==> config.mk <==
export PLATFORM = sky130hd
export DESIGN_NAME = boot_ctrl
export DESIGN_NICKNAME = d
export VERILOG_FILES = /design/src/design/board_pkg.sv /design/src/design/boot_ctrl.sv
export SDC_FILE = /design/constraint.sdc
export NUM_CORES = 1
export LEC_CHECK = 0
export ABC_AREA = 1
export BUFFER_PORTS_ARGS = -buffer_cell sky130_fd_sc_hd__clkbuf_2
export CAP_MARGIN = 15
export CORE_UTILIZATION = 33
export CTS_CLUSTER_DIAMETER = 30
export DETAILED_ROUTE_END_ITERATION = 6
export PLACE_DENSITY = 0.82
export SYNTH_ARGS = -nofsm -noshare
export SYNTH_HDL_FRONTEND = slang
export SYNTH_SLANG_ARGS = --single-unit
export TNS_END_PERCENT = 1
==> constraint.sdc <==
create_clock -name clk_sys -period 2.5 [get_ports clk_sys]
set_clock_uncertainty 0.1 [all_clocks]
set_input_delay 0.5 -clock clk_sys [delete_from_list [all_inputs] [get_ports clk_sys]]
set_output_delay 0.5 -clock clk_sys [all_outputs]
set_load 0.005 [all_outputs]
==> src/design/board_pkg.sv <==
package board_pkg;

	// ========================================
	// rom memory map
	// ========================================

	// byte address widths of the two regions
	localparam int unsigned CPU_ROM_AW = 12;
	localparam int unsigned SND_ROM_AW = 11;

	// storage is 16 bits wide, two bytes per word
	localparam int unsigned CPU_WORDS = 1 << (CPU_ROM_AW - 1);
	localparam int unsigned SND_WORDS = 1 << (SND_ROM_AW - 1);

	// download space, top bit picks the sound region
	localparam int unsigned DL_AW = 13;
	localparam logic [DL_AW-1:0] SND_BASE = {1'b1, {(DL_AW - 1){1'b0}}};

	// write port carries an offset into the larger region
	localparam int unsigned MEM_AW = CPU_ROM_AW;
	localparam logic REGION_CPU = 1'b0;
	localparam logic REGION_SND = 1'b1;

	// ========================================
	// host status word and buttons
	// ========================================

	localparam int unsigned STATUS_W  = 32;
	localparam int unsigned ST_RESET  = 0;
	localparam int unsigned ST_ROTATE = 2;

	localparam int unsigned BTN_W     = 2;
	localparam int unsigned BTN_RESET = 1;

	// trackball accumulators, top byte goes to the game
	localparam int unsigned TRACK_W     = 11;
	localparam int unsigned TRACK_OUT_W = 8;

endpackage

==> src/design/boot_ctrl.sv <==
module boot_ctrl import board_pkg::*; (
	input  logic                clk_sys,
	input  logic                rst_n,
	// host download
	input  logic                dl_active,
	input  logic                dl_wr,
	input  logic [DL_AW-1:0]    dl_addr,
	input  logic [7:0]          dl_data,
	input  logic [STATUS_W-1:0] status,
	input  logic [BTN_W-1:0]    buttons,
	// write handshake towards rom_store
	output logic                mem_req,
	input  logic                mem_ack,
	output logic                mem_region,
	output logic [MEM_AW-1:0]   mem_addr,
	output logic [7:0]          mem_data,
	// game side
	output logic                game_reset,
	output logic                rom_loaded
);

	logic dl_wr_q;
	logic dl_active_q;
	logic wr_edge;
	logic wr_start;
	logic dl_done;

	assign wr_edge  = dl_active & dl_wr & ~dl_wr_q;
	// handshake idle only when both req and ack are low
	assign wr_start = wr_edge & ~mem_req & ~mem_ack;
	assign dl_done  = dl_active_q & ~dl_active;

	// ========================================
	// requester side of the handshake
	// ========================================

	always_ff @(posedge clk_sys) begin
		if (!rst_n) begin
			dl_wr_q     <= 1'b0;
			dl_active_q <= 1'b0;
			mem_req     <= 1'b0;
		end else begin
			dl_wr_q     <= dl_wr;
			dl_active_q <= dl_active;
			if (wr_start)
				mem_req <= 1'b1;
			else if (mem_req && mem_ack)
				mem_req <= 1'b0;
		end
	end

	// byte and offset are held until the next write
	always_ff @(posedge clk_sys) begin
		if (wr_start) begin
			mem_region <= dl_addr[DL_AW-1];
			mem_data   <= dl_data;
			// dropping the top bit takes off the sound base
			mem_addr   <= dl_addr[MEM_AW-1:0];
		end
	end

	// ========================================
	// boot sequence and game reset
	// ========================================

	always_ff @(posedge clk_sys) begin
		if (!rst_n) begin
			rom_loaded <= 1'b0;
			game_reset <= 1'b1;
		end else begin
			// sticky once the first download ends
			if (dl_done)
				rom_loaded <= 1'b1;
			game_reset <= ~rom_loaded | status[ST_RESET] | buttons[BTN_RESET];
		end
	end

	// req may only rise once the previous ack has been withdrawn
	a_req_after_ack: assert property (@(posedge clk_sys) disable iff (!rst_n)
		$rose(mem_req) |-> !mem_ack)
		else $error("mem_req rose while mem_ack still high");

	// no new write edge before the handshake has finished
	a_no_overrun: assert property (@(posedge clk_sys) disable iff (!rst_n)
		wr_edge |-> !(mem_req || mem_ack))
		else $error("download write arrived during a busy handshake");

endmodule

== Word-level counts from Yosys, hierarchy flattened ==
Cells that the tools add are included.

* Bits in registers: 26
* Bits of input ports: 60
* Output and inout port bits: 24
* Logic and storage cells: 24

* Muxes and demuxes: 2
* Bitwise logic cells: 12
* Reductions and logical operators: 2

{| class="wikitable"
|+ Operator list
! cell !! count
|-
| $and A1 B1 Y1 || 5
|-
| $not A1 Y1 || 5
|-
| $mux W1 || 2
|-
| $or A1 B1 Y1 || 2
|-
| $reduce_bool A2 Y1 || 1
|-
| $logic_and A1 B1 Y1 || 1
|}

== Longest topological paths before layout ==
* Depth in word-level cells: 5
* Depth in mapped cells: 3
* Depth with buffers taken out: 3

== Worst setup path before layout ==
OpenSTA, ideal clock, no wires.

* Path type: input port to flip-flop
* Start point: in dl_active
* End point: reg mem_addr[0], enable pin
* Library setup time: 0.399 ns
* Arrival: 1.516 ns
* Data required time: 2.001 ns
* Slack: 0.485 ns
* Stages on the path: 2
* Buffers on the path: 0
* Cells stage by stage: nand3_1 -> nor2_1

* Cells in the longest elaborated chain, start to end: 4

{| class="wikitable"
|+ Ends and longest elaborated chain
! element !! line !! RTL
|-
| start, declared || boot_ctrl.sv:5 || <nowiki>input logic dl_active,</nowiki>
|-
| $and A1 B1 Y1 (2 in a row) || boot_ctrl.sv:28 || <nowiki>assign wr_edge = dl_active & dl_wr & ~dl_wr_q;</nowiki>
|-
| $and A1 B1 Y1 (2 in a row) || boot_ctrl.sv:30 || <nowiki>assign wr_start = wr_edge & ~mem_req & ~mem_ack;</nowiki>
|-
| via wr_start || boot_ctrl.sv:25 || <nowiki>logic wr_start;</nowiki>
|-
| end signal, assigned || boot_ctrl.sv:58 || <nowiki>mem_addr <= dl_addr[MEM_AW-1:0];</nowiki>
|-
| end, declared || boot_ctrl.sv:15 || <nowiki>output logic [MEM_AW-1:0] mem_addr,</nowiki>
|}

The timed path passes the listed nets, and every way through them passes these cells.
A chain may end at the register's enable or synchronous reset.

== Worst setup path in the final report ==
* Start point: reg mem_addr[1]
* End point: out mem_addr[1]

No word-level cell between the ends.

==> metrics.csv <==
metric;value;unit
outcome;completed;
hpwl;1.10;mm
portBuffers;51;
vias_per_cell;4.07;
drtIter0Drc;4;
design_power_total;697;µW
setup_viol;0;
rsz0062_at_grt;false;
path_clk_slew;0.12;ns
firstDrtPassIters;2;
final_layout_size_suffix_gt1_frac;0.576;
syn-cell-area;806;µm²
yosysWarnings;0;
route.detailed.drc;0;
syn2layout_area_growth;40.5;%
fmax;696;MHz
antenna_cells;0;
start_util;0.357;
dp.cells;123;
power.leakage;0.000516;µW
cp.arrival;0.84;ns
synth_cells;43;
via_count;517;
worst_pin_slew;0.250;ns
power.density;616;nW/µm²
die_y;51.4;µm
drt-total-wl;1.37;mm
grt_pass1_vias;443;
grt.overflow.total;0;
path_buf_inv;1;
cts_num_sinks;26;
core-area;2250;µm²
rows;17;
end_kind;output pin;
gp_congestion;0.590;
relSlewSlack;0.833;
tritoncts;done;
die_w;51.4;µm
hold_buffers;0;
clock_latency;0.30;ns
critPathMaxStageDelay;0.40;ns
clock_path_buffers;2;
cts_resized;0;
post-route-period-util;0.575;
finalMaxSlewViolations;0;
maxCapViolCount;0;
cp.required;1.90;ns
path_class;register to output pin;
critical_path.max_fanout;1;
ant_nets;0;
htreeDepth;1;
grt_pass1_wl;1.94;mm
yosysSeqAreaShare;0.907;
final_common_cell;clkbuf_2;
layout_common_cells;clkbuf_2 (51), edfxtp_1 (21), nand2_1 (6), inv_1 (5), dfxtp_1 (5);
min_period;1.44;ns
hold_class;input pin to register;
nets;160;
fin_cells;127;
final_core_util;0.502;
io_pins;84;
hold_slack;0.264;ns
cts-root-buf;clkbuf_4;
syn-num-nets;103;
path_cells;clkbuf_2;
cts_setup_buffers;0;
ys_ff_latch;26;
wl_per_cell;10.8;µm
antenna_found_initial;0;
tns;0;ns
cts_buffers;3;
grtUsageTotal;0.106;
dieArea;2640;µm²
slowest_stage;edfxtp_1;
syn_area_per_cell;18.7;µm²
startpoint_type;register;
ir_drop;253;µV
hold_viol_final;0;
path_delay_family;flip-flops;
grt_max_degree;22;
ys_types;8;
[final timing paths]
kind               startpoint          end  slack (ns)  depth (start not counted)
hold / removal     dl_data[5]  mem_data[5]        0.26                          1
hold reg to reg    rom_loaded   game_reset        0.34                          1
setup reg to reg      mem_req  mem_data[1]        1.26                          4
setup / recovery  mem_addr[1]  mem_addr[1]        1.06                          1
[flip-flops by register name, indices dropped and copies added, names as in the netlist]
| signal | flops |
|---|---|
| dl_wr_q | 1 |
| mem_data | 8 |
| rom_loaded | 1 |
| mem_region | 1 |
| game_reset | 1 |
| dl_active_q | 1 |
| mem_addr | 12 |
| mem_req | 1 |
[synthesized netlist by cell type]
| cell | n | area share |
|---|---|---|
| a21oi_2 | 1 | 0.011 |
| nand3_1 | 2 | 0.012 |
| nand2_1 | 6 | 0.028 |
| nand3b_1 | 1 | 0.0093 |
| nor2_1 | 2 | 0.0093 |
| edfxtp_1 | 21 | 0.78 |
| inv_1 | 5 | 0.023 |
| dfxtp_1 | 5 | 0.12 |
[per-layer routing]
metal | vias to the layer above | GRT usage | wire length [µm]
li1 | 263 | - | -
met1 | 216 | 0.123 | 561
met2 | 36 | 0.167 | 608
met3 | 2 | 0.0327 | 178
met4 | 0 | 0.0676 | 19
met5 | - | 0 | 0
[worst register-to-register path: cells and delay by family (launching register included)]
kind	cells	cell delay, ns
AND/OR/NAND/NOR	2	0.15
flip-flops	1	0.33
buffers and inverters	2	0.35
[where the power goes]
group	total (µW)	switching (µW)	internal (µW)
Sequential	484	3.40	481
Combinational	43.2	19.1	24.1
Clock	170	108	62.1
Total	697	131	567
[cell families (layout without fill, tap and decap cells)]
logic type,Yosys count,after routing,synth area share
AO/OA/AOI/OAI,1,1,0.0109
buffers and inverters,5,61,0.0233
flip-flops,26,26,0.907
AND/OR/NAND/NOR,11,11,0.0590
[through the flow]
step,worst slack (ns),instance area [µm²]
6_report,1.06,1130
5_1_grt,1.02,1130
4_1_cts,1.05,1130
3_5_place_dp,0.976,1110
3_3_place_gp,0.981,1110
2_1_floorplan,0.485,806
[area by class of cell]
type,count,area (µm²)
clock buffers,4,26.3
fillers,214,1120
inverters,5,18.8
multi-input cells,12,58.8
flip-flops and latches,26,731
well taps,28,35.0
repair buffers,52,263
Power figures use the tool's default switching activity.
