--- src/design/host_pkg.sv ---
package host_pkg;

	// ========================================
	// event word from the host link
	// ========================================

	// key view, scan code in the low byte
	typedef struct packed {
		logic [8:0] unused;
		logic       pressed;
		logic [7:0] code;
	} key_evt_t;

	// mouse view, two signed deltas
	typedef struct packed {
		logic signed [8:0] dx;
		logic signed [8:0] dy;
	} mouse_evt_t;

	typedef union packed {
		key_evt_t   key;
		mouse_evt_t mouse;
	} evt_word_u;

	// event kind, qualifies evt_word
	localparam logic EVT_KEY   = 1'b0;
	localparam logic EVT_MOUSE = 1'b1;

	// ps/2 set 2 scan codes
	localparam logic [7:0] KEY_UP     = 8'h75;
	localparam logic [7:0] KEY_DOWN   = 8'h72;
	localparam logic [7:0] KEY_LEFT   = 8'h6B;
	localparam logic [7:0] KEY_RIGHT  = 8'h74;
	localparam logic [7:0] KEY_COIN   = 8'h76;
	localparam logic [7:0] KEY_START1 = 8'h05;
	localparam logic [7:0] KEY_START2 = 8'h06;

	// joystick word layout
	localparam int unsigned JOY_W     = 6;
	localparam int unsigned JOY_RIGHT = 0;
	localparam int unsigned JOY_LEFT  = 1;
	localparam int unsigned JOY_DOWN  = 2;
	localparam int unsigned JOY_UP    = 3;

endpackage

--- src/design/board_pkg.sv ---
package board_pkg;

	// ========================================
	// rom memory map
	// ========================================

	// byte address widths of the two regions
	localparam int unsigned CPU_ROM_AW = 12;
	localparam int unsigned SND_ROM_AW = 11;

	// storage is 16 bits wide, two bytes per word
	localparam int unsigned CPU_WORDS = 1 << (CPU_ROM_AW - 1);
	localparam int unsigned SND_WORDS = 1 << (SND_ROM_AW - 1);

	// download space, top bit picks the sound region
	localparam int unsigned DL_AW = 13;
	localparam logic [DL_AW-1:0] SND_BASE = {1'b1, {(DL_AW - 1){1'b0}}};

	// write port carries an offset into the larger region
	localparam int unsigned MEM_AW = CPU_ROM_AW;
	localparam logic REGION_CPU = 1'b0;
	localparam logic REGION_SND = 1'b1;

	// ========================================
	// host status word and buttons
	// ========================================

	localparam int unsigned STATUS_W  = 32;
	localparam int unsigned ST_RESET  = 0;
	localparam int unsigned ST_ROTATE = 2;

	localparam int unsigned BTN_W     = 2;
	localparam int unsigned BTN_RESET = 1;

	// trackball accumulators, top byte goes to the game
	localparam int unsigned TRACK_W     = 11;
	localparam int unsigned TRACK_OUT_W = 8;

endpackage

--- src/design/track_accum.sv ---
module track_accum import host_pkg::*, board_pkg::*; (
	input  logic                   clk_sys,
	input  logic                   rst_n,
	input  logic                   evt_valid,
	input  logic                   evt_kind,
	input  evt_word_u              evt_word,
	input  logic                   rotate,
	output logic [TRACK_OUT_W-1:0] track_x,
	output logic [TRACK_OUT_W-1:0] track_y
);

	logic signed [TRACK_W-1:0] x_pos;
	logic signed [TRACK_W-1:0] y_pos;
	logic signed [TRACK_W-1:0] dx_ext;
	logic signed [TRACK_W-1:0] dy_ext;

	// sign extend the 9 bit deltas
	assign dx_ext = {{(TRACK_W - 9){evt_word.mouse.dx[8]}}, evt_word.mouse.dx};
	assign dy_ext = {{(TRACK_W - 9){evt_word.mouse.dy[8]}}, evt_word.mouse.dy};

	// free running, wraps on overflow
	always_ff @(posedge clk_sys) begin
		if (!rst_n) begin
			x_pos <= '0;
			y_pos <= '0;
		end else if (evt_valid && evt_kind == EVT_MOUSE) begin
			if (rotate) begin
				x_pos <= x_pos - dy_ext;
				y_pos <= y_pos + dx_ext;
			end else begin
				x_pos <= x_pos + dx_ext;
				y_pos <= y_pos + dy_ext;
			end
		end
	end

	// low bits act as sub-count
	assign track_x = x_pos[TRACK_W-1 -: TRACK_OUT_W];
	assign track_y = y_pos[TRACK_W-1 -: TRACK_OUT_W];

endmodule

--- config.mk ---
export PLATFORM = sky130hd
export DESIGN_NAME = track_accum
export DESIGN_NICKNAME = d
export VERILOG_FILES = /design/src/design/host_pkg.sv /design/src/design/board_pkg.sv /design/src/design/track_accum.sv
export SDC_FILE = /design/constraint.sdc
export NUM_CORES = 1
export LEC_CHECK = 0
export BUFFER_PORTS_ARGS = -buffer_cell sky130_fd_sc_hd__buf_2
export CAP_MARGIN = 20
export CORE_MARGIN = 2
export CORE_UTILIZATION = 40
export CTS_CLUSTER_SIZE = 20
export DETAILED_ROUTE_END_ITERATION = 10
export HOLD_SLACK_MARGIN = 0.15
export PLACE_DENSITY = 0.61
export SLEW_MARGIN = 20
export SYNTH_ARGS = -nofsm -noshare
export SYNTH_HDL_FRONTEND = slang
export SYNTH_SLANG_ARGS = --single-unit
export TNS_END_PERCENT = 100
--- constraint.sdc ---
create_clock -name clk_sys -period 3.5 [get_ports clk_sys]
set_input_delay 0.525 -clock clk_sys [delete_from_list [all_inputs] [get_ports clk_sys]]
set_output_delay 0.525 -clock clk_sys [all_outputs]
set_load 0.02 [all_outputs]
Word-level counts from Yosys, hierarchy flattened:

Cells that the tools add are included.

* reduce and logical (&&, ||, !) cells: 1
* add/sub/neg operators: 4
* multiplexer cells: 2

Operators by type and width (number)
* adder 11 x 9 -> 11 bit: 3
* two-way mux 11 bit: 2
* subtractor 11 x 9 -> 11 bit: 1
* logical AND 1 bit: 1

* output and inout port bits: 16
* input port bits: 23
* word-level logic and storage cells: 9
* register bits: 22

Depth between registers and ports, before layout:

* word-level depth: 2
* depth in mapped cells: 13

Least setup slack after synthesis:

Ideal clock, no wire load.

* kind: input-to-reg
* from: input rotate
* to: register y_pos[10]
* cell stages on the path: 10
* required time: 3.428 ns
* buffers on the path: 2
* arrival: 2.971 ns
* path slack: 0.458 ns
* cell sequence: buf_2 -> buf_1 -> mux2_2 -> ha_1 -> fa_1 -> a21o_1 -> a221oi_2 -> o221ai_2 -> mux2i_1 -> mux2i_1

* longest elaborated chain between the ends: 1

RTL lines
* from (decl): line track_accum.sv:7 `input logic rotate,`
* two-way mux 11 bit: line track_accum.sv:27 `if (rotate) begin`
* to (signal assigned): line track_accum.sv:29 `y_pos <= y_pos + dx_ext;`
* to (signal assigned): line track_accum.sv:32 `y_pos <= y_pos + dy_ext;`
* to (decl): line track_accum.sv:13 `logic signed [TRACK_W-1:0] y_pos;`

Every way passes these cells.
A chain may end at the register's enable or synchronous reset.

Worst setup path in the final report:

* from: input evt_word[9] in the netlist's numbering
* to: register x_pos[10]

* longest elaborated chain between the ends: 2

RTL lines
* from (decl): line track_accum.sv:6 `input evt_word_u evt_word,`
* adder 11 x 9 -> 11 bit: line track_accum.sv:31 `x_pos <= x_pos + dx_ext;`
* two-way mux 11 bit: line track_accum.sv:27
* to (signal assigned): line track_accum.sv:28 `x_pos <= x_pos - dy_ext;`
* to (signal assigned): line track_accum.sv:31
* to (decl): line track_accum.sv:12 `logic signed [TRACK_W-1:0] x_pos;`

Every way passes these cells.

==> qor.yml <==
worstSetupStartpointType: "primary input"
met1_usage_pct: 20.5
cellLeakagePower_nw: 1.07
drt-pass1-iter-count: 4
start_util_pct: 42.0
min_path_type: "flip-flop to flip-flop"
syn_to_final_growth_pct: 7.90
ys_seq_area_share_pct: 20.3
grt_pass1_wl_um: 8360
final_max_slew_viol_count: 0
post_cts_buffers: 0
worst_clock_skew_ns: 0.00148
grt_pass1_vias: 1874
drt_iter0_markers: 72
grtUsageMet3_pct: 3.60
ctsLongestPathBuffers: 2
status: "finished, final reports clean"
syn-num-nets: 323
synthArstFlopShare_pct: 0
finalWirelength_um: 4920
die_x_um: 77.7
antenna_found_initial: 0
hpwl_um: 3710
max_freq_mhz: 351
setup_violations: 0
setup_tns_ns: 0
synth_edf_count: 0
viasPerCell: 5.36
cts_hold_buf: 0
worst_slew_pin_slew_ns: 0.798
cts_tree: "done"
crit_path_end_kind: "flip-flop"
drcViolationCount: 0
crit_buf_inv: 1
synth_top_area_share_pct: 20.3
crit_required_ns: 3.70
crit_fanout: 7
synth_cells: 277
synth_common_cells: "nand2_1 (30), a21oi_1 (29), dfxtp_1 (22)"
irDropWorstVdd_uv: 170
path_cells: "buf_2 > or4_1 > o21ai_0 > nor3b_1 > a21oi_1 > ha_1 > a21oi_1 > nor2_1 > a211oi_1 > mux2i_1 > mux2i_1"
cap_viol_max_count: 0
clk-insertion-delay-late_ns: 0.26
synth_top_area_cell: "dfxtp_1"
cts_resized: 0
layout_min_cycle_time_ns: 2.85
vias: 1945
syn_area_um2: 2170
syn_avg_cell_area_um2: 7.84
core_um2: 5170
p_per_area_nw_per_um2: 338
nets: 341
grt_busiest_layer: "met2"
numCtsBuffers: 3
slowest_delay_ns: 0.59
use_met2_pct: 30.9
grt_usage_pct: 16.9
maxSlewHeadroom_pct: 46.7
h-tree-depth: 1
num_antenna_cells: 0
port_buffers: 38
cpLargestDelayFamily: "simple AND/OR/NAND/NOR gates"
finalHoldViolations: 0
overflow: 0
yosysWarningCount: 0
post-route-period-util_pct: 81.5
chipHeight_um: 77.7
multi_input_area_um2: 1530
io_pins: 39
clk_pin_slew_ns: 0.09
path_class: "primary input to flip-flop"
dp_slack_ns: 0.376
post_drt_wl_per_cell_um: 13.6
critPathSlowestCell: "or4_1"
clock_sinks: 22
fillers: 525
gp_congestion: 0.852
ys_ff_latch: 22
synth_ff_type: "dfxtp_1"
synth.most_common_cell: "nand2_1"
synth_cell_types: 45
ant_nets: 0
seq_area_um2: 440
cts-root-buf: "clkbuf_8"
synth_area_leaders: "dfxtp_1 (20%), ha_1 (12%), a21oi_1 (6.7%)"
rows: 26
rsz0062_at_grt: "false"
arrival_ns: 3.05
die-area_um2: 6030
drive_gt1_share_pct: 19.5
setup_ws_ns: 0.649
grt_max_degree: 27
-- per-stage QoR --
stage | power, W | instances | util, % | area (um2) | hold slack (ns)
after floorplan | 0.000570 | 277 | - | 2170 | 0.441
after global placement | 0.000630 | 360 | 44.5 | 2300 | 0.448
after detailed placement | 0.000631 | 360 | 44.5 | 2300 | 0.454
after CTS | 0.000802 | 363 | 45.3 | 2340 | 0.467
after global routing | 0.000854 | 363 | 45.3 | 2340 | 0.495
final | 0.000791 | 363 | 45.3 | 2340 | 0.468
-- report_power, final --
part           switching [W]  internal (W)
sequential         0.0000176      0.000273
clock              0.0000872     0.0000770
combinational       0.000194      0.000142
-- layout make-up --
cell class | count | share of cell area [%]
tap | 70 | 3.74
timing repair buffer | 41 | 9.08
clock buffer | 3 | 1.76
multi-input combinational | 218 | 65.2
inverter | 9 | 1.44
sequential | 22 | 18.8
-- worst paths after layout --
check,cells past startpoint,slack (ns),start,end
worst max-delay path,11,0.65,evt_word[9],x_pos[10]
worst min-delay path,2,0.47,y_pos[0],y_pos[0]
worst max register to register,9,1.35,x_pos[0],x_pos[10]
worst min register to register,2,0.47,y_pos[0],y_pos[0]
-- kinds of logic after synthesis --
logic type,after synthesis,share of synthesized area (%)
AOI/OAI and AO/OA,78,23.5
xor gates and xnor gates,13,5.24
adders and majority gates,23,13.9
buffers and inverters,37,9.40
DFF,22,20.3
muxes,14,6.97
and+or+nand+nor,90,20.7
-- registers in the layout, summed over array words and instances, names as in the netlist --
register / count
y_pos: 11
x_pos: 11
-- metal layers --
layer / up-vias / part of all wire [%]
met5: - / 0
met4: 0 / 0.45
met3: 2 / 3.5
met2: 28 / 50
met1: 889 / 46
li1: 1026 / -
-- worst min-delay path, cell delays in order (launching register included) --
cell and delay, ns:
dfxtp_1 0.32, nand2_1 0.05, a21oi_1 0.05
-- layout by cell type, fill, tap and decap left out, types with 8 or more instances in the layout --
cell     Yosys  final
a21o_1      12     12
a21oi_1     29     29
buf_2        4     38
dfxtp_1     22     22
ha_1        21     21
inv_1        9      9
mux2_2       9      9
nand2_1     30     30
nand3_1     14     14
nor2_1      15     15
o21ai_0      9      9
xnor2_1      8      8
No activity file was read; power rests on OpenSTA's default activity.
