`src/design/host_pkg.sv`:
```
package host_pkg;

	// ========================================
	// event word from the host link
	// ========================================

	// key view, scan code in the low byte
	typedef struct packed {
		logic [8:0] unused;
		logic       pressed;
		logic [7:0] code;
	} key_evt_t;

	// mouse view, two signed deltas
	typedef struct packed {
		logic signed [8:0] dx;
		logic signed [8:0] dy;
	} mouse_evt_t;

	typedef union packed {
		key_evt_t   key;
		mouse_evt_t mouse;
	} evt_word_u;

	// event kind, qualifies evt_word
	localparam logic EVT_KEY   = 1'b0;
	localparam logic EVT_MOUSE = 1'b1;

	// ps/2 set 2 scan codes
	localparam logic [7:0] KEY_UP     = 8'h75;
	localparam logic [7:0] KEY_DOWN   = 8'h72;
	localparam logic [7:0] KEY_LEFT   = 8'h6B;
	localparam logic [7:0] KEY_RIGHT  = 8'h74;
	localparam logic [7:0] KEY_COIN   = 8'h76;
	localparam logic [7:0] KEY_START1 = 8'h05;
	localparam logic [7:0] KEY_START2 = 8'h06;

	// joystick word layout
	localparam int unsigned JOY_W     = 6;
	localparam int unsigned JOY_RIGHT = 0;
	localparam int unsigned JOY_LEFT  = 1;
	localparam int unsigned JOY_DOWN  = 2;
	localparam int unsigned JOY_UP    = 3;

endpackage

```
`src/design/player_controls.sv`:
```
module player_controls import host_pkg::*; (
	input  logic             clk_sys,
	input  logic             rst_n,
	// host events
	input  logic             evt_valid,
	input  logic             evt_kind,
	input  evt_word_u        evt_word,
	// joysticks and orientation
	input  logic [JOY_W-1:0] joy0,
	input  logic [JOY_W-1:0] joy1,
	input  logic             rotate,
	// player controls
	output logic             ctl_up,
	output logic             ctl_down,
	output logic             ctl_left,
	output logic             ctl_right,
	output logic             ctl_coin,
	output logic             ctl_start1,
	output logic             ctl_start2
);

	logic btn_up;
	logic btn_down;
	logic btn_left;
	logic btn_right;
	logic btn_coin;
	logic btn_start1;
	logic btn_start2;

	logic dir_up;
	logic dir_down;
	logic dir_left;
	logic dir_right;

	// ========================================
	// keyboard decode
	// ========================================

	always_ff @(posedge clk_sys) begin
		if (!rst_n) begin
			btn_up     <= 1'b0;
			btn_down   <= 1'b0;
			btn_left   <= 1'b0;
			btn_right  <= 1'b0;
			btn_coin   <= 1'b0;
			btn_start1 <= 1'b0;
			btn_start2 <= 1'b0;
		end else if (evt_valid && evt_kind == EVT_KEY) begin
			case (evt_word.key.code)
				KEY_UP:     btn_up     <= evt_word.key.pressed;
				KEY_DOWN:   btn_down   <= evt_word.key.pressed;
				KEY_LEFT:   btn_left   <= evt_word.key.pressed;
				KEY_RIGHT:  btn_right  <= evt_word.key.pressed;
				KEY_COIN:   btn_coin   <= evt_word.key.pressed;
				KEY_START1: btn_start1 <= evt_word.key.pressed;
				KEY_START2: btn_start2 <= evt_word.key.pressed;
				// other keys are not mapped
				default: ;
			endcase
		end
	end

	// keys and both joysticks merged
	assign dir_up    = btn_up    | joy0[JOY_UP]    | joy1[JOY_UP];
	assign dir_down  = btn_down  | joy0[JOY_DOWN]  | joy1[JOY_DOWN];
	assign dir_left  = btn_left  | joy0[JOY_LEFT]  | joy1[JOY_LEFT];
	assign dir_right = btn_right | joy0[JOY_RIGHT] | joy1[JOY_RIGHT];

	// rotated cabinet, quarter turn
	assign ctl_up    = rotate ? dir_right : dir_up;
	assign ctl_down  = rotate ? dir_left  : dir_down;
	assign ctl_left  = rotate ? dir_up    : dir_left;
	assign ctl_right = rotate ? dir_down  : dir_right;

	assign ctl_coin   = btn_coin;
	assign ctl_start1 = btn_start1;
	assign ctl_start2 = btn_start2;

endmodule

```
`config.mk`:
```
export PLATFORM = sky130hd
export DESIGN_NAME = player_controls
export DESIGN_NICKNAME = d
export VERILOG_FILES = /design/src/design/host_pkg.sv /design/src/design/player_controls.sv
export SDC_FILE = /design/constraint.sdc
export NUM_CORES = 1
export LEC_CHECK = 0
export ABC_AREA = 1
export BUFFER_PORTS_ARGS = -buffer_cell sky130_fd_sc_hd__buf_2
export CELL_PAD_IN_SITES_DETAIL_PLACEMENT = 2
export CELL_PAD_IN_SITES_GLOBAL_PLACEMENT = 2
export CORE_AREA = 3 3 56 70
export DETAILED_ROUTE_END_ITERATION = 8
export DIE_AREA = 0 0 59 73
export GPL_ROUTABILITY_DRIVEN = 0
export PLACE_DENSITY = 0.74
export SLEW_MARGIN = 0
export SYNTH_ARGS = -nofsm -noshare
export SYNTH_HDL_FRONTEND = slang
export SYNTH_SLANG_ARGS = --single-unit
```
`constraint.sdc`:
```
create_clock -name clk_sys -period 1.21 [get_ports clk_sys]
set_clock_uncertainty 0.2 [all_clocks]
set_input_delay 0.1815 -clock clk_sys [delete_from_list [all_inputs] [get_ports clk_sys]]
set_output_delay 0.1815 -clock clk_sys [all_outputs]
set_load 0.05 [all_outputs]
```
* After elaboration in Yosys (flattened, before gate mapping)
Index checks and enable logic that the tools add are counted.
** Operators by class
- Equality and inequality tests :: 7
- Muxes and demuxes :: 4
- Bitwise logic cells :: 9
- Reductions and logical operators :: 8
** Operators by type and width (count)
- $eq 8x7->1 const B :: 5
- $eq 8x3->1 const B :: 2
- $reduce_and 2->1 :: 7
- $or 1x1->1 :: 8
- $mux 1 :: 4
- $logic_and 1x1->1 :: 1
- $not 1->1 :: 1
** Storage, ports and cells
- Flip-flop bits (word level) :: 7
- Bits of input ports :: 35
- Output and inout port bits :: 7
- Word-level logic and storage cells :: 35

* Depth between registers and ports, before layout
Gate-level depths: netlist (run 1).
- Depth after elaboration :: 3
- Gate-level depth with buffers :: 8
- Mapped depth without buffers :: 8

* Worst setup path before layout (run 1)
Ideal clock, no wire load.
- Kind :: register to output
- From :: reg btn_left
- To :: out ctl_left
- Arrival time :: 1453 ps
- Data required time :: 829 ps
- Setup slack :: -625 ps
- Stages on the path, launching flop included :: 3
- Path buffers :: 0
- Cell sequence :: dfxtp_1 > nor3_1 > o21ai_0
** Between the ends
- Word-level cells in the longest chain between the ends :: 3
** RTL lines
- start: declaration :: RTL line player_controls.sv:24 : logic btn_left;
- start signal: assignment :: RTL line player_controls.sv:52 : KEY_LEFT: btn_left <= evt_word.key.pressed;
- $or 1x1->1 (2 in a row) :: RTL line player_controls.sv:66 : assign dir_left = btn_left | joy0[JOY_LEFT] | joy1[JOY_LEFT];
- $mux 1 :: RTL line player_controls.sv:72 : assign ctl_left = rotate ? dir_up : dir_left;
- end: declaration :: RTL line player_controls.sv:15 : output logic ctl_left,
Every way passes these cells.

* Worst setup path in the final report (run 1)
- From :: reg btn_down
- To :: out ctl_down
** Between the ends
- Word-level cells in the longest chain between the ends :: 3
** RTL lines
- start: declaration :: RTL line player_controls.sv:23 : logic btn_down;
- start signal: assignment :: RTL line player_controls.sv:51 : KEY_DOWN: btn_down <= evt_word.key.pressed;
- $or 1x1->1 (2 in a row) :: RTL line player_controls.sv:65 : assign dir_down = btn_down | joy0[JOY_DOWN] | joy1[JOY_DOWN];
- $mux 1 :: RTL line player_controls.sv:71 : assign ctl_down = rotate ? dir_left : dir_down;
- end: declaration :: RTL line player_controls.sv:14 : output logic ctl_down,
Every way passes these cells.

==> run metrics, run 1 <==
status=finished with violations; failing checks=setup timing; Net Sw Frac=between 20 and 30%; DRT Wirelength=around 1900 microns; Slew Limit Headroom=~80%; vias in the first global route=between 800 and 900; largest net degree at the start of global routing=9; Total Neg Setup Slack=-0.860 ns; n_diodes=0; crit-path cells=nor3_2 -> inv_2 -> nor2_4 -> a21oi_4 -> buf_6; multi-input logic area=427 sq um; non-filler cells in the finished layout=164; first-pass GRT wire length=about 3400 microns; synthesized area=about 520 sq um; initial antenna violation count=0; CP arrival=between 1 and 1.5 ns; final worst path period share=119%; layout cell share with drive strength beyond 1=approximately half; Fin Hold WS=about 0.052 ns; CP max stage delay=roughly 0.32 ns; CTS tree=yes; WS Path Type=reg2out; Core ar.=about 0.0033 sq mm; highest clock rate=a little under 700 MHz; Yosys Warn Count=0; clock tree buffer depth=2; flops & latches, synth=7; Area Overhead vs Synth=76.3%; flop2flop setup slack=between 0.2 and 0.3 ns; RSZ-0062 raised after global routing=true; VDD IR max=0.445 mV; Final Util=roughly 28%; Slowest-stage cell, CP=dfxtp_2; Final Hold Viols=0; CP delay by family, top=flip-flops; via-per-instance ratio=around 4.3; filler instances=420; Iter 0 DRT Violations=5; Worst Path Required=~0.83 ns; Critical R2R Capture=btn_up$_SDFFE_PN0P_; die span in x=approximately 59 microns; type of the worst min-delay path=in2reg; Final Net Count=approximately 160; placed cell count=160; max-slew violation count=0; CTS buffer count=3; Initial Util=about 16%; TritonRoute pass-1 iters=2; syn avg cell area=5.73 sq um; Crit path depth=5; die area=~0.0043 sq mm; die height=between 70 and 80 microns; # Post-CTS Setup Buffers=0; DRC Markers=0; Setup crit end=ctl_down; total track usage=around a tenth; R2R cell count=3; Remaining Overflow, GRT=0; Post-Place Cell Area=roughly 790 sq um; wire length per cell=~12 microns; Yosys cell types=16; Power Internal=0.000547 W; Worst Path Buf+Inv=2; fin crit period=1.44 ns; vias=a little over 700; count of final setup violators=4; Design Area, Final=920 sq um; PnR worst setup slack=-0.233 ns; storage element area=about 140 sq um; Critical R2R Launch=btn_up$_SDFFE_PN0P_; Net Count, Synth=~130; H-tree Lvls=1; clock network fraction of design power=41.4%; Worst Setup SP=btn_down$_SDFFE_PN0P_; I/O Buffers=28; Root Buffer=clkbuf_8; Psw=0.000234 W; Clock Latency Late Sink=0.22 ns; cts hold-fix bufs=0; crit path capture type=output port; HPWL Detailed=1690 microns; Final ANT Viol Nets=0; Syn Inst Count=a little over 90; CP Launch Type=flip-flop; post-synthesis sequential area ratio=a little over a quarter; Tightest Pin Transition=0.306 ns; register clock-pin slew on the reported worst setup and hold paths=0.04 ns; power per standard cell area=approximately 850 mW/mm^2; Leakage=0.434 nW; clock sinks=7; Rows=23; CP Max Fanout=2; combinational fraction of design power=28.8%; # IOs=42; sequential power share=just under 30%; Max-cap violations=0
[cell usage after synthesis]
cell type | count | area [sq um]
a21oi_1 | 6 | 30.0
and2_1 | 1 | 6.26
clkinv_1 | 2 | 7.51
dfxtp_1 | 7 | 140
inv_1 | 7 | 26.3
inv_2 | 6 | 22.5
nand2_1 | 20 | 75.1
nand2_2 | 2 | 12.5
nand2_4 | 1 | 11.3
nand3_1 | 6 | 30.0
nand4_1 | 2 | 12.5
nor2_1 | 21 | 78.8
nor2_2 | 3 | 18.8
nor2_8 | 1 | 20.0
nor3_1 | 4 | 20.0
o21ai_0 | 2 | 10.0
[per-stage QoR]
step | power, W | setup WS (ns)
floorplan | 0.000350 | 0.0136
detailed placement | 0.000432 | -0.237
global placement | 0.000424 | -0.154
finish | 0.000781 | -0.233
CTS | 0.000794 | -0.273
global route | 0.000834 | -0.298
[power groups by stage]
| stage | sequential, W | clock, W | combinational (W) |
|---|---|---|---|
| floorplan | 0.000236 | 0 | 0.000113 |
| global placement | 0.000236 | 0 | 0.000188 |
| detailed placement | 0.000236 | 0 | 0.000196 |
| CTS | 0.000232 | 0.000338 | 0.000225 |
| global route | 0.000232 | 0.000356 | 0.000246 |
| finish | 0.000232 | 0.000323 | 0.000225 |
[layer usage]
layer	up-vias	track usage [%]	wire, microns
met2	23	21.3	1130
met5	-	0	0
met1	335	9.75	663
met4	0	0.756	0
li1	352	-	-
met3	0	3.72	141
[sequential cells by signal, summed over array words and instances (netlist names)]
register,flops
ctl_coin,1
ctl_start1,1
btn_left,1
btn_down,1
btn_up,1
btn_right,1
ctl_start2,1
[cell type report]
| class | count | area share, % |
|---|---|---|
| Timing Repair Buffer | 32 | 22.0 |
| Tap cell | 37 | 5.03 |
| Sequential cell | 7 | 15.5 |
| Clock buffer | 4 | 4.90 |
| Multi-Input combinational cell | 69 | 46.4 |
| Inverter | 15 | 6.12 |
[how the worst min path moves through the flow]
stage | slack, ns | cells past startpoint | endpoint | start
floorplan | 0.10 | 2 | btn_left$_SDFFE_PN0P_ | rst_n
global placement | 0.26 | 2 | ctl_start2$_SDFFE_PN0P_ | ctl_start2$_SDFFE_PN0P_
detailed placement | 0.28 | 2 | ctl_start2$_SDFFE_PN0P_ | ctl_start2$_SDFFE_PN0P_
CTS | 0.05 | 3 | ctl_coin$_SDFFE_PN0P_ | rst_n
global route | 0.06 | 3 | ctl_start1$_SDFFE_PN0P_ | rst_n
finish | 0.05 | 3 | btn_right$_SDFFE_PN0P_ | rst_n
[layout by cell type, fill, tap and decap left out, drive strengths merged]
master / synthesis / final
nand3: 6 / 6
o21ai: 2 / 2
clkbuf: 0 / 6
a21oi: 6 / 6
nor2: 25 / 25
buf: 0 / 30
dfxtp: 7 / 7
inv: 13 / 13
nand4: 2 / 2
nor3: 4 / 4
and2: 1 / 1
clkinv: 2 / 2
nand2: 23 / 23
[worst min-delay path, delay by kind of cell]
| kind | cells | cell delay [ns] |
|---|---|---|
| buf+inv | 1 | 0.14 |
| simple gates | 2 | 0.10 |
[logic make-up (layout without fill, tap and decap cells)]
group	Yosys count	in the layout	share of synthesized area, %
compound gates	8	8	7.67
buf+inv	15	51	10.8
flops	7	7	26.9
simple gates	61	61	54.7
[timing repair]
action	4_1_cts	5_1_grt
endpoints found under the setup margin	4	7
gates cloned	0	0
pin swaps	5	1
gates resized for setup	19	7
(Power assumes the default switching activity.)
==> run 2, diff against run 1 <==
--- a/config.mk
+++ b/config.mk
@@ -9,11 +9,12 @@
 export BUFFER_PORTS_ARGS = -buffer_cell sky130_fd_sc_hd__buf_2
 export CELL_PAD_IN_SITES_DETAIL_PLACEMENT = 2
 export CELL_PAD_IN_SITES_GLOBAL_PLACEMENT = 2
-export CORE_AREA = 3 3 56 70
+export CORE_AREA = 3 3 73 54
 export DETAILED_ROUTE_END_ITERATION = 8
-export DIE_AREA = 0 0 59 73
+export DIE_AREA = 0 0 76 57
 export GPL_ROUTABILITY_DRIVEN = 0
-export PLACE_DENSITY = 0.74
+export PLACE_DENSITY = 0.75
+export SKIP_CTS_REPAIR_TIMING = 1
 export SLEW_MARGIN = 0
 export SYNTH_ARGS = -nofsm -noshare
 export SYNTH_HDL_FRONTEND = slang
==> run 2 against run 1 <==
  * The run still ends with setup timing left
  * Highest routed layer is now met4
  * Die area increased by 0.58%
  * Global-route usage is 0.41 points higher
  * Maximum frequency shrank 4.3%
  * Clock-buffer cell count unchanged
  * Non-clock buffer count stayed put
  * Worst setup slack lost 0.065 ns
  * Sequential share of layout area shrank 0.14 points
  * Sequential power is essentially flat
==> run metrics, run 2 (synthesis results as in run 1) <==
status=finished with violations; failing checks=setup timing; HPWL Detailed=1680 microns (-0.48%); Area Overhead vs Synth=79.4%; combinational fraction of design power=28.7% (about the same); clock sinks=7 (unchanged); crit path capture type=output port; filler instances=412 (-1.9%); Worst Path Required=0.83 ns (about the same); Remaining Overflow, GRT=0 (unchanged); highest clock rate=663 MHz (-4.3%); Post-Place Cell Area=806 sq um (+1.6%); CTS tree=yes; register clock-pin slew on the reported worst setup and hold paths=0.04 ns (about the same); clock network fraction of design power=41.8% (+0.4 points); Psw=0.000243 W (+4.0%); Clock Latency Late Sink=0.23 ns (about the same); clock tree buffer depth=2 (unchanged); Final Hold Viols=0 (unchanged); fin crit period=1.51 ns (+0.0646 ns); CP max stage delay=0.33 ns (about the same); Root Buffer=clkbuf_8; Tightest Pin Transition=0.351 ns (+0.0451 ns); CP Launch Type=flip-flop; Iter 0 DRT Violations=3 (-2); first-pass GRT wire length=3720 microns (+8.2%); total track usage=10.7% (+0.41 points); Slowest-stage cell, CP=dfxtp_2; CP arrival=1.13 ns (+0.07 ns); Leakage=0.436 nW (+0.42%); RSZ-0062 raised after global routing=true; # IOs=42 (unchanged); type of the worst min-delay path=in2reg; Fin Hold WS=0.0467 ns (-0.00533 ns); I/O Buffers=28 (unchanged); final worst path period share=125% (+5.3 points); total power=0.000787 W (+0.83%); Net Sw Frac=30.9% (+0.95 points); DRT Wirelength=2200 microns (+14%); WS Path Type=reg2out; Core ar.=0.00321 sq mm (-2.1%); count of final setup violators=4 (unchanged); wire length per cell=12.6 microns (+7.2%); Slew Limit Headroom=76.6% (-3.0 points); Rows=17 (-26%); storage element area=144 sq um (+0.88%); vias in the first global route=822 (-3.2%); Initial Util=16.2% (+0.34 points); vias=714 (+0.56%); most common cell after layout, fill and taps aside=buf_2; H-tree Lvls=1 (unchanged); crit-path cells=nor3_4 -> inv_2 -> nor2_4 -> a21oi_4 -> buf_6; Final ANT Viol Nets=0 (unchanged); largest net degree at the start of global routing=9 (unchanged); Final Net Count=163 (unchanged); CP Max Fanout=2 (unchanged); sequential power share=29.5% (-0.3 points); via-per-instance ratio=4.10 (-5.2%); PnR worst setup slack=-0.298 ns (-0.0646 ns); Power Internal=0.000544 W (-0.54%); multi-input logic area=429 sq um (+0.59%); commonest non-fill, non-tap cells in the layout=buf_2 (21), nor2_1 (19), nand2_1 (18); die area=0.00433 sq mm (+0.58%); DRC Markers=0 (unchanged); n_diodes=0 (unchanged); VDD IR max=0.409 mV (-8.1%); Max-cap violations=0 (unchanged); Design Area, Final=936 sq um (+1.8%); die height=57 microns (-22%); CTS buffer count=3 (unchanged); initial antenna violation count=0 (unchanged); TritonRoute pass-1 iters=2 (unchanged); layout cell share with drive strength beyond 1=51.2% (+1.6 points); max-slew violation count=0 (unchanged); power per standard cell area=841 mW/mm^2 (-0.93%); die span in x=76 microns (+29%)
## run 2: cell count changes in the layout (fill, tap and decap cells not counted)
cell | previous run | this run
buf_4 | 5 | 6
clkbuf_4 | 2 | 1
dfxtp_1 | 5 | 4
dfxtp_2 | 2 | 3
nand2_1 | 19 | 18
nand2_2 | 3 | 4
## run 2: final cells by class
cell class,count,area share [%]
inverter,15,6.02
multi-input combinational,69,45.9
tap,47,6.28
sequential,7,15.4
timing repair buffer,32,21.7
clock buffer,4,4.81
## run 2: power groups by stage
stage	sequential (W)	combinational (W)	clock (W)
3_3_place_gp	0.000236	0.000182	0
4_1_cts	0.000232	0.000195	0.000346
6_report	0.000232	0.000226	0.000329
3_5_place_dp	0.000236	0.000190	0
5_1_grt	0.000232	0.000245	0.000361
2_1_floorplan	0.000236	0.000113	0
## run 2: layer usage
metal	up-vias	share of wire (%)	GRT usage, %
met1	340	37	10.7
met2	18	58	21.1
li1	354	-	-
met5	-	0	0
met4	0	0.96	2.58
met3	2	4.8	4.42
## run 2: path summary, 6_finish.rpt
path                                         startpoint                      end  slack (ns)  cells after the start
worst min-delay path                              rst_n      btn_up$_SDFFE_PN0P_        0.05                      3
worst max-delay path                btn_up$_SDFFE_PN0P_                   ctl_up       -0.30                      5
worst min register to register  ctl_start2$_SDFFE_PN0P_  ctl_start2$_SDFFE_PN0P_        0.30                      2
worst max register to register    btn_down$_SDFFE_PN0P_    btn_down$_SDFFE_PN0P_        0.26                      3
## run 2: critical path, delay by kind of cell, from the launching register on
family	cells	cell delay [ns]
AND/OR/NAND/NOR	2	0.28
flip-flops	1	0.33
buffers and inverters	2	0.25
AO/OA/AOI/OAI	1	0.04
## run 2: through the flow
step,util (%),setup WS [ns],TNS [ns],std cells
3_5_place_dp,25.1,-0.166,-0.603,170
5_1_grt,29.1,-0.353,-1.26,174
4_1_cts,26.5,-0.570,-1.99,174
3_3_place_gp,25.1,-0.177,-0.495,170
2_1_floorplan,-,0.0136,0,91
6_report,29.1,-0.298,-1.02,174
==> run 3, diff against run 2 <==
--- a/config.mk
+++ b/config.mk
@@ -6,14 +6,14 @@
 export NUM_CORES = 1
 export LEC_CHECK = 0
 export ABC_AREA = 1
-export BUFFER_PORTS_ARGS = -buffer_cell sky130_fd_sc_hd__buf_2
 export CELL_PAD_IN_SITES_DETAIL_PLACEMENT = 2
 export CELL_PAD_IN_SITES_GLOBAL_PLACEMENT = 2
-export CORE_AREA = 3 3 73 54
+export CORE_AREA = 3 3 59 45
 export DETAILED_ROUTE_END_ITERATION = 8
-export DIE_AREA = 0 0 76 57
+export DIE_AREA = 0 0 62 48
+export DONT_BUFFER_PORTS = 1
 export GPL_ROUTABILITY_DRIVEN = 0
-export PLACE_DENSITY = 0.75
+export PLACE_DENSITY = 0.71
 export SKIP_CTS_REPAIR_TIMING = 1
 export SLEW_MARGIN = 0
 export SYNTH_ARGS = -nofsm -noshare
==> run 3 against run 2 <==
  * The run still ends with setup timing left
  * Clock power down 32%
  * Worst setup slack gained 0.023 ns
  * Non-clock buffer count down 19
  * Design area shrank 11%
  * Die area is 31% lower
  * Sequential share of layout area increased by 2.1 points
  * Maximum frequency rose by 1.5%
  * Via count shrank 14%
  * Sequential power about the same
  * Worst hold slack worse by 0.020 ns
  * Clock-buffer cell count unchanged
  * Combinational power decreased by 15%
  * Largest power group is now sequential cells
==> run metrics, run 3 (synthesis results as in run 1) <==
WS Path Type=reg2out; wire length per cell=12.8 microns (+1.7%); Root Buffer=clkbuf_4; failing checks=setup timing; Iter 0 DRT Violations=3 (unchanged); met3 Use GR=5.66% (+1.2 points); RSZ-0062 raised after global routing=true; register clock-pin slew on the reported worst setup and hold paths=0.06 ns (+0.02 ns); CP arrival=1.10 ns (-0.03 ns); first-pass GRT wire length=3010 microns (-19%); Clock Latency Late Sink=0.26 ns (+0.03 ns); storage element area=145 sq um (+0.87%); filler instances=254 (-38%); commonest non-fill, non-tap cells in the layout=nor2_1 (19), nand2_1 (18), inv_2 (8); Leakage=0.366 nW (-16%); Final Hold Viols=0 (unchanged); I/O Buffers=0 (-100%); type of the worst min-delay path=in2reg; CP max stage delay=0.32 ns (about the same); die span in x=62 microns (-18%); hold depth=5 (+2); n_diodes=0 (unchanged); R2R cell count=3 (unchanged); TritonRoute pass-1 iters=4 (+2); most common cell after layout, fill and taps aside=nor2_1; status=finished with violations; via-per-instance ratio=4.39 (+6.9%); fin crit period=1.49 ns (-0.0228 ns); layout cell share with drive strength beyond 1=42.6% (-8.6 points); Fin Hold WS=0.0264 ns (-0.0203 ns); Slew Limit Headroom=83.0% (+6.4 points); DRC Markers=0 (unchanged); CTS tree=yes; Final Net Count=144 (-12%); flop2flop setup slack=0.30 ns (+0.04 ns); max-slew violation count=0 (unchanged); Slowest-stage cell, CP=dfxtp_2; Initial Util=24.6% (+8.4 points); vias=614 (-14%); largest net degree at the start of global routing=9 (unchanged); # IOs=42 (unchanged); Worst Path Required=0.83 ns (about the same); met1 Track Usage GR=15.6% (+4.9 points); multi-input logic area=410 sq um (-4.4%); initial antenna violation count=0 (unchanged); PnR worst setup slack=-0.275 ns (+0.0228 ns); final worst path period share=123% (-1.9 points); clock tree buffer depth=2 (unchanged); vias in the first global route=672 (-18%); Remaining Overflow, GRT=0 (unchanged); Max-cap violations=0 (unchanged); die area=0.00298 sq mm (-31%); CP Launch Type=flip-flop; die height=48 microns (-16%); DRT Wirelength=1800 microns (-18%); total track usage=14.2% (+3.5 points); GRT busiest layer=met2; VDD IR max=0.492 mV (+20%); Final ANT Viol Nets=0 (unchanged); CTS buffer count=3 (unchanged); crit path capture type=output port; H-tree Lvls=1 (unchanged); HPWL Detailed=1510 microns (-10%); count of final setup violators=4 (unchanged); Area Overhead vs Synth=59.5%; CP Max Fanout=2 (unchanged); power per standard cell area=777 mW/mm^2 (-7.6%); Total Neg Setup Slack=-1.06 ns (-0.0390 ns); crit-path cells=nor3_2 -> inv_2 -> nor2_4 -> a21oi_4 -> buf_12; Rows=14 (-3); highest clock rate=673 MHz (+1.5%); Core ar.=0.00212 sq mm (-34%); met2 GRT Util=26.2% (+5.2 points); clock sinks=7 (unchanged); Tightest Pin Transition=0.254 ns (-0.0971 ns)
==> run 3: worst max-delay path, delay by kind of cell, from the launching register on <==
family	cells	cell delay [ns]
AO/OA/AOI/OAI	1	0.05
buffers and inverters	2	0.22
flip-flops	1	0.32
AND/OR/NAND/NOR	2	0.26
==> run 3: layout make-up <==
type                            instances  area share [%]
Multi-Input combinational cell         69            49.3
Timing Repair Buffer                   13            18.5
Sequential cell                         7            17.4
Inverter                               15            6.77
Tap cell                               32            4.81
Clock buffer                            4            3.16
==> run 3: layer usage <==
layer / vias to the layer above / share of wire [%]
li1: 314 / -
met1: 286 / 40
met2: 14 / 54
met3: 0 / 5.5
met4: 0 / 0
met5: - / 0
==> run 3: report_power, final <==
group	internal [W]	total, W	switching (W)
Clock	0.000127	0.000224	0.0000973
Sequential	0.000231	0.000231	0.000000180
Combinational	0.0000835	0.000192	0.000108
==> run 3: through the flow <==
step           worst slack [ns]  instance area (sq um)  total power, W  util (%)  cells
2_1_floorplan            0.0136                    577        0.000350         -     91
3_3_place_gp             -0.120                    757        0.000409      35.7    135
3_5_place_dp             -0.171                    757        0.000416      35.7    135
4_1_cts                  -0.423                    783        0.000647      37.0    139
5_1_grt                  -0.326                    832        0.000683      39.3    140
6_report                 -0.275                    832        0.000646      39.3    140
==> run 3: worst paths after layout <==
path / start / end
setup / recovery: btn_down$_SDFFE_PN0P_ / ctl_down
hold / removal: evt_word[1] / btn_down$_SDFFE_PN0P_
setup reg to reg: btn_up$_SDFFE_PN0P_ / btn_up$_SDFFE_PN0P_
hold reg to reg: ctl_coin$_SDFFE_PN0P_ / ctl_coin$_SDFFE_PN0P_
